$ cat src/common/rem_defs.svh
// signed remainder divider widths and step-count constants
`ifndef REM_DEFS_SVH
`define REM_DEFS_SVH

// operand and result width
`define REM_WORD_WIDTH 8

// one extra bit of range so the most negative operand can be negated
`define REM_WORD_WIDTH_LONG (`REM_WORD_WIDTH + 1)

// step counter must hold REM_STEPS_INITIAL
`define REM_STEPS_WIDTH 4

// steps run from long width minus one down to zero
`define REM_STEPS_INITIAL (`REM_WORD_WIDTH_LONG - 1)

`endif

$ cat src/common/rem_pkg.sv
// signed remainder divider types shared by controller, counter and datapath
`default_nettype none

package rem_pkg;

    `include "rem_defs.svh"

    // operand / result word
    typedef logic [`REM_WORD_WIDTH-1:0] word_t;

    // internal word with the extra range bit
    typedef logic [`REM_WORD_WIDTH_LONG-1:0] long_t;

    // division step number
    typedef logic [`REM_STEPS_WIDTH-1:0] step_t;

    // controller states, 2'b01 never reached
    typedef enum logic [1:0] {
        LOAD = 2'b00,
        CALC = 2'b10,
        DONE = 2'b11
    } rem_state_t;

    // controller to datapath and counter
    typedef struct packed {
        logic load;
        logic calc;
        logic first;
    } rem_cmd_t;

    // divisor block to remainder block
    typedef struct packed {
        long_t increment;
        logic  divisor_sign;
        logic  incr_valid;
    } rem_incr_t;

endpackage

`default_nettype wire

$ cat src/hw/rem_fsm.sv
// remainder controller, load/calculate/done FSM driving handshakes and step commands
`timescale 1ns/1ps
`default_nettype none

module rem_fsm import rem_pkg::*; (
    input  logic     clock,
    input  logic     rst,
    input  logic     input_valid,
    output logic     input_ready,
    output logic     output_valid,
    input  logic     output_ready,
    input  logic     last_step,
    input  logic     first_step,
    output rem_cmd_t cmd
);

    rem_state_t state;
    rem_state_t state_next;
    logic       read_outputs;

    // handshake levels straight from state, never from the other side's valid/ready
    always_comb begin
        input_ready  = (state == LOAD);
        output_valid = (state == DONE);
        read_outputs = output_valid && output_ready;
    end

    // step commands for datapath and counter
    always_comb begin
        cmd.load  = input_ready && input_valid;
        // one division step every cycle while calculating
        cmd.calc  = (state == CALC);
        // counter already qualifies with calc
        cmd.first = first_step;
    end

    // LOAD -> CALC -> DONE -> LOAD
    always_comb begin
        state_next = state;
        unique case (state)
            LOAD: if (cmd.load) state_next = CALC;
            CALC: if (last_step) state_next = DONE;
            DONE: if (read_outputs) state_next = LOAD;
            default: state_next = LOAD;
        endcase
    end

    always_ff @(posedge clock) begin
        if (rst) begin
            state <= LOAD;
        end else begin
            state <= state_next;
        end
    end

    // input and output side are mutually exclusive, one division in flight
    a_one_in_flight: assert property (@(posedge clock) disable iff (rst)
        !(input_ready && output_valid));

    // unused encoding 2'b01 must never be entered
    a_legal_state: assert property (@(posedge clock) disable iff (rst)
        state inside {LOAD, CALC, DONE});

endmodule

`default_nettype wire

$ cat src/hw/rem_step_counter.sv
// remainder step counter, counts division steps down and flags first and last
`timescale 1ns/1ps
`default_nettype none

module rem_step_counter import rem_pkg::*; (
    input  logic     clock,
    input  logic     rst,
    input  rem_cmd_t cmd,
    output logic     first_step,
    output logic     last_step
);

    `include "rem_defs.svh"

    localparam step_t STEP_INITIAL = step_t'(`REM_STEPS_INITIAL);

    step_t count;

    // reload on accept, then one decrement per division step
    // holds at zero once the last step is reached
    always_ff @(posedge clock) begin
        if (rst) begin
            count <= STEP_INITIAL;
        end else if (cmd.load) begin
            count <= STEP_INITIAL;
        end else if (cmd.calc && (count != '0)) begin
            count <= count - 1'b1;
        end
    end

    // first step only counts while calculating, count also idles at the initial value
    always_comb begin
        first_step = cmd.calc && (count == STEP_INITIAL);
        last_step  = (count == '0);
    end

    // count stays inside the step range
    a_count_range: assert property (@(posedge clock) disable iff (rst)
        count <= STEP_INITIAL);

endmodule

`default_nettype wire

$ cat src/datapath/rem_divisor_shift.sv
// remainder divisor block, shifts the divisor into the increment and detects divide by zero
`timescale 1ns/1ps
`default_nettype none

module rem_divisor_shift import rem_pkg::*; (
    input  logic      clock,
    input  logic      rst,
    input  rem_cmd_t  cmd,
    input  word_t     divisor,
    output rem_incr_t incr,
    output logic      divide_by_zero
);

    `include "rem_defs.svh"

    localparam int MSB = `REM_WORD_WIDTH_LONG - 1;

    long_t divisor_long;
    long_t divisor_reg;
    long_t increment_reg;
    logic  divisor_sign;
    logic  divisor_all_sign_bits;
    logic  divisor_is_zero;

    // sign-extend into the long range
    always_comb begin
        divisor_long = {divisor[`REM_WORD_WIDTH-1], divisor};
    end

    // load does the first shift already
    // each step moves the divisor lsb into the increment msb
    // arithmetic shift written out by hand
    always_ff @(posedge clock) begin
        if (cmd.load) begin
            divisor_sign  <= divisor_long[MSB];
            divisor_reg   <= {divisor_long[MSB], divisor_long[MSB:1]};
            increment_reg <= {divisor_long[0], {(`REM_WORD_WIDTH){1'b0}}};
        end else if (cmd.calc) begin
            divisor_reg   <= {divisor_reg[MSB], divisor_reg[MSB:1]};
            increment_reg <= {divisor_reg[0], increment_reg[MSB:1]};
        end
    end

    // increment usable once only sign bits remain in the divisor
    // and enough bits have moved over to give it the divisor's sign
    always_comb begin
        if (divisor_sign) begin
            divisor_all_sign_bits = (divisor_reg == '1);
        end else begin
            divisor_all_sign_bits = (divisor_reg == '0);
        end
        incr.increment    = increment_reg;
        incr.divisor_sign = divisor_sign;
        incr.incr_valid   = divisor_all_sign_bits && (increment_reg[MSB] == divisor_sign);
    end

    // undo the load-time shift to see the original divisor
    always_comb begin
        divisor_is_zero = ({divisor_reg[`REM_WORD_WIDTH-1:0], increment_reg[MSB]} == '0);
    end

    // flag sampled on the first step, dropped when new operands arrive
    always_ff @(posedge clock) begin
        if (rst) begin
            divide_by_zero <= 1'b0;
        end else if (cmd.load) begin
            divide_by_zero <= 1'b0;
        end else if (cmd.first) begin
            divide_by_zero <= divisor_is_zero;
        end
    end

endmodule

`default_nettype wire

$ cat src/datapath/rem_remainder_acc.sv
// remainder accumulator, moves the dividend toward zero and refuses overshooting steps
`timescale 1ns/1ps
`default_nettype none

module rem_remainder_acc import rem_pkg::*; (
    input  logic      clock,
    input  logic      rst,
    input  rem_cmd_t  cmd,
    input  word_t     dividend,
    input  rem_incr_t incr,
    output word_t     remainder
);

    `include "rem_defs.svh"

    localparam int MSB = `REM_WORD_WIDTH_LONG - 1;

    long_t dividend_long;
    long_t remainder_reg;
    logic  dividend_sign;
    logic  subtract;
    long_t operand_b;
    long_t remainder_next;
    logic  remainder_overflow;
    logic  remainder_next_valid;
    logic  step_ok;

    always_comb begin
        dividend_long = {dividend[`REM_WORD_WIDTH-1], dividend};
    end

    // same signs means subtract to approach zero, else add
    // subtraction as add of the inverted increment plus carry in
    always_comb begin
        subtract           = (incr.divisor_sign == dividend_sign);
        operand_b          = subtract ? ~incr.increment : incr.increment;
        remainder_next     = remainder_reg + operand_b + long_t'(subtract);
        // signed overflow when both addends agree in sign and the sum does not
        remainder_overflow = (remainder_reg[MSB] == operand_b[MSB])
                          && (remainder_next[MSB] != remainder_reg[MSB]);
    end

    // an overshoot past zero flips the sign, that step is skipped
    always_comb begin
        remainder_next_valid = ((remainder_next[MSB] == dividend_sign) && !remainder_overflow)
                            || (remainder_next == '0);
        step_ok              = cmd.calc && incr.incr_valid && remainder_next_valid;
    end

    always_ff @(posedge clock) begin
        if (rst) begin
            remainder_reg <= '0;
            dividend_sign <= 1'b0;
        end else if (cmd.load) begin
            remainder_reg <= dividend_long;
            dividend_sign <= dividend_long[MSB];
        end else if (step_ok) begin
            remainder_reg <= remainder_next;
        end
    end

    // drop the extra range bit on the way out
    always_comb begin
        remainder = remainder_reg[`REM_WORD_WIDTH-1:0];
    end

    // remainder never crosses zero into the other sign
    a_remainder_sign: assert property (@(posedge clock) disable iff (rst)
        (remainder_reg[MSB] == dividend_sign) || (remainder_reg == '0));

endmodule

`default_nettype wire

$ cat src/hw/rem_top.sv
// signed remainder divider top, controller, step counter and datapath
`timescale 1ns/1ps
`default_nettype none

module rem_top import rem_pkg::*; (
    input  logic  clock,
    input  logic  rst,
    input  logic  input_valid,
    output logic  input_ready,
    input  word_t dividend,
    input  word_t divisor,
    output logic  output_valid,
    input  logic  output_ready,
    output word_t remainder,
    output logic  divide_by_zero
);

    rem_cmd_t  cmd;
    rem_incr_t incr;
    logic      first_step;
    logic      last_step;

    rem_fsm u_rem_fsm (
        .clock        (clock),
        .rst          (rst),
        .input_valid  (input_valid),
        .input_ready  (input_ready),
        .output_valid (output_valid),
        .output_ready (output_ready),
        .last_step    (last_step),
        .first_step   (first_step),
        .cmd          (cmd)
    );

    rem_step_counter u_rem_step_counter (
        .clock      (clock),
        .rst        (rst),
        .cmd        (cmd),
        .first_step (first_step),
        .last_step  (last_step)
    );

    // divisor side produces the increment for the remainder side
    rem_divisor_shift u_rem_divisor_shift (
        .clock          (clock),
        .rst            (rst),
        .cmd            (cmd),
        .divisor        (divisor),
        .incr           (incr),
        .divide_by_zero (divide_by_zero)
    );

    rem_remainder_acc u_rem_remainder_acc (
        .clock     (clock),
        .rst       (rst),
        .cmd       (cmd),
        .dividend  (dividend),
        .incr      (incr),
        .remainder (remainder)
    );

endmodule

`default_nettype wire

$ cat config.mk
export PLATFORM = sky130hd
export DESIGN_NAME = rem_top
export DESIGN_NICKNAME = d
export VERILOG_FILES = /design/src/common/rem_pkg.sv /design/src/hw/rem_fsm.sv /design/src/hw/rem_step_counter.sv /design/src/datapath/rem_divisor_shift.sv /design/src/datapath/rem_remainder_acc.sv /design/src/hw/rem_top.sv
export VERILOG_INCLUDE_DIRS = /design/src /design/src/common
export SDC_FILE = /design/constraint.sdc
export NUM_CORES = 1
export LEC_CHECK = 0
export ABC_CLOCK_PERIOD_IN_PS = 8600
export BUFFER_PORTS_ARGS = -buffer_cell sky130_fd_sc_hd__buf_2
export CORE_UTILIZATION = 62
export CTS_CLUSTER_SIZE = 12
export DETAILED_ROUTE_END_ITERATION = 10
export PLACE_DENSITY = 0.93
export SETUP_SLACK_MARGIN = 0.05
export SLEW_MARGIN = 15
export SYNTH_ARGS = -nofsm -noshare
export SYNTH_HDL_FRONTEND = slang
export SYNTH_HIERARCHICAL = 1
export SYNTH_SLANG_ARGS = --single-unit
$ cat constraint.sdc
create_clock -name clock -period 8.6 [get_ports clock]
set_clock_uncertainty 0.15 [all_clocks]
set_input_delay 0.86 -clock clock [delete_from_list [all_inputs] [get_ports clock]]
set_output_delay 0.86 -clock clock [all_outputs]
set_load 0.02 [all_outputs]
==> summary.txt <==
cell area after layout = 2502 um2
HP Class = reg2reg
total track usage = 0.2726
Die X = 62.86 um
post-synth top area share = 0.2180
Post-Syn Area per Cell = 9.410 um2
Post-Route WL = 4863 um
Antenna Cells = 0
Max-slew headroom = 0.3511
post-synthesis cell count = 244
first-pass GRT wire length = 8300 um
number of global-route vias before repair = 1812
Synth Flop Type = dfxtp_1
fillers = 275
Setup Buffers After CTS = 0
CTS root buf = clkbuf_8
vias = 1868
Top delay family on crit path = compound AO/OA/AOI/OAI gates
share of layout cells above drive strength 1 = 0.2189
clock latency at the later pin of the worst-skew pair = 0.30 ns
combinational power share = 0.278
synth warn = 6
initial antenna violation count = 0
Total Neg Setup Slack = 0 ns
Final Cycle Share = 0.5156
Final min period = 4.434 ns
hold-fix buffers at CTS = 0
Worst path max stage delay = 0.54 ns
most frequent cell after synthesis = nor2_1
First-pass DRT Iterations = 5
final setup vio count = 0
dpl hpwl = 3452 um
Num CTS Buffers = 5
clock sink count = 36
area leader, netlist = dfxtp_1
Async SR Flop Fraction = 0
Max Freq = 225.5 MHz
Row Count = 21
1st-iter DRT viols = 218
Remaining DRCs = 0
Reg power frac = 0.421
gr ovfl total = 0
Core Box Area = 3442 um2
Power Dens Cells = 198.4 nW/um2
initial core utilization = 0.6670
Net Count, Synth = 275
Internal = 337.4 uW
Clk pwr share = 0.301
worst vdd ir = 128.5 uV
Ports = 31
die area = 3951 um2
leakage power = 0.001036 uW
area of the multi-input gates = 1300 um2
Switch Pwr = 159.1 uW
FF+latch count, synth = 36
largest net degree at the start of global routing = 21
crit path buf inv count = 0
CP Cell Sequence = xor2_4, xnor2_1, ha_1, nand4_1, o2111ai_4, xor2_1, or4_1, a2111o_1, o21bai_1, o211ai_1, or3_1, a311oi_1
Clock Path Buffers = 2
routability cong. = 0.8964
Layout area overhead = 8.992%
Pins Over Slew Limit = 0
CTS tree = yes
Setup CP Type = reg2reg
WP data required = 8.66 ns
Worst path slowest cell = edfxtp_1
Resized cells post-CTS = 0
sw frac = 0.3204
RSZ-0062 raised after global routing = no
fin nets = 295
final hold violations = 0
synth cell count leaders = 28 x nor2_1, 25 x dfxtp_1, 15 x nand2_1, 12 x xnor2_1
Worst setup EP type = flop
post-layout util = 0.7270
post-route antenna net violation count = 0
worst path arrival time = 4.50 ns
CP Max Fanout = 12
Yosys cell types = 54
outcome = finished, final reports clean
buffers added on ports = 30
Synth area leaders = dfxtp_1 22%, edfxtp_1 14%, ha_1 5.4%
sequential area share after synthesis = 0.3619
EDFF count, synth = 11
WL/cell = 15.64 um
clock slew at the register clock pins of the worst setup and hold paths = 0.07 ns
Via density = 6.006
placed inst area = 2395 um2
Min Hold Slack = 0.3632 ns
Overall Power = 496.5 uW
H-Tree Level Count = 2
Max Cap Violations = 0
synthesized cell area = 2296 um2
Worst-Margin Slew = 0.9690 ns
Startpoint Class = flop
register area = 830.8 um2
Die Span Y = 62.86 um
## routing by layer
layer / global-route usage / up-vias / share of wire
li1: - / 910 / -
met4: 0.08140 / 0 / 0.012
met5: 0 / - / 0
met3: 0.08394 / 5 / 0.050
met2: 0.4701 / 73 / 0.49
met1: 0.3223 / 880 / 0.44
## cells by family (layout without fill, tap and decap cells)
kind of cell | count (synthesis) | in the layout | share of synthesized area
XOR/XNOR | 19 | 19 | 0.08065
multiplexers | 17 | 17 | 0.07738
AND/OR/NAND/NOR | 82 | 82 | 0.1853
adder cells (fa/ha/maj) | 11 | 11 | 0.06322
buffers and inverters | 30 | 51 | 0.07193
AO/OA/AOI/OAI | 49 | 49 | 0.1597
flip-flops | 36 | 36 | 0.3619
## stage by stage
stage | setup WS [ns] | instances
final | 4.166 | 311
after global routing | 3.927 | 311
after CTS | 4.186 | 311
after detailed placement | 4.210 | 303
after global placement | 4.393 | 303
after floorplan | 4.858 | 244
## power by group through the flow
stage                     Sequential, uW  Clock, uW  Combinational [uW]
after floorplan                      207          0                 113
after global placement               211          0                 130
after detailed placement             212          0                 135
after CTS                            209        151                 137
after global routing                 211        161                 153
final                                209        149                 138
## cell usage in the layout, fill, tap and decap left out, types with 7 or more instances in the layout
master | netlist | final
a21oi_1 | 11 | 11
buf_2 | 3 | 30
dfxtp_1 | 25 | 25
edfxtp_1 | 11 | 11
ha_1 | 10 | 10
inv_1 | 10 | 10
mux2i_1 | 11 | 11
nand2_1 | 15 | 15
nor2_1 | 28 | 28
o21ai_0 | 7 | 7
xnor2_1 | 12 | 12
## worst paths after layout
path | from | cells after the start | slack [ns] | to
setup / recovery | u_rem_divisor_shift/divisor_sign | 12 | 4.17 | u_rem_remainder_acc/remainder_reg[8]
hold / removal | u_rem_fsm/state[1] | 2 | 0.36 | u_rem_fsm/state[1]
setup reg to reg | u_rem_divisor_shift/divisor_sign | 12 | 4.17 | u_rem_remainder_acc/remainder_reg[8]
hold reg to reg | u_rem_fsm/state[1] | 2 | 0.36 | u_rem_fsm/state[1]
## tightest hold or removal path, cell delays in order (launching register included)
cell and delay, ns:
dfxtp_1 0.34, nand2b_1 0.08, a21oi_1 0.05
## layout make-up
class / instances / share of cell area
Sequential cell: 36 / 0.3320
Tap cell: 46 / 0.02300
Timing Repair Buffer: 32 / 0.06600
Multi-Input combinational cell: 178 / 0.5195
Inverter: 11 / 0.01650
Clock inverter: 2 / 0.01400
Clock buffer: 6 / 0.02900
Power figures use the tool's default switching activity.
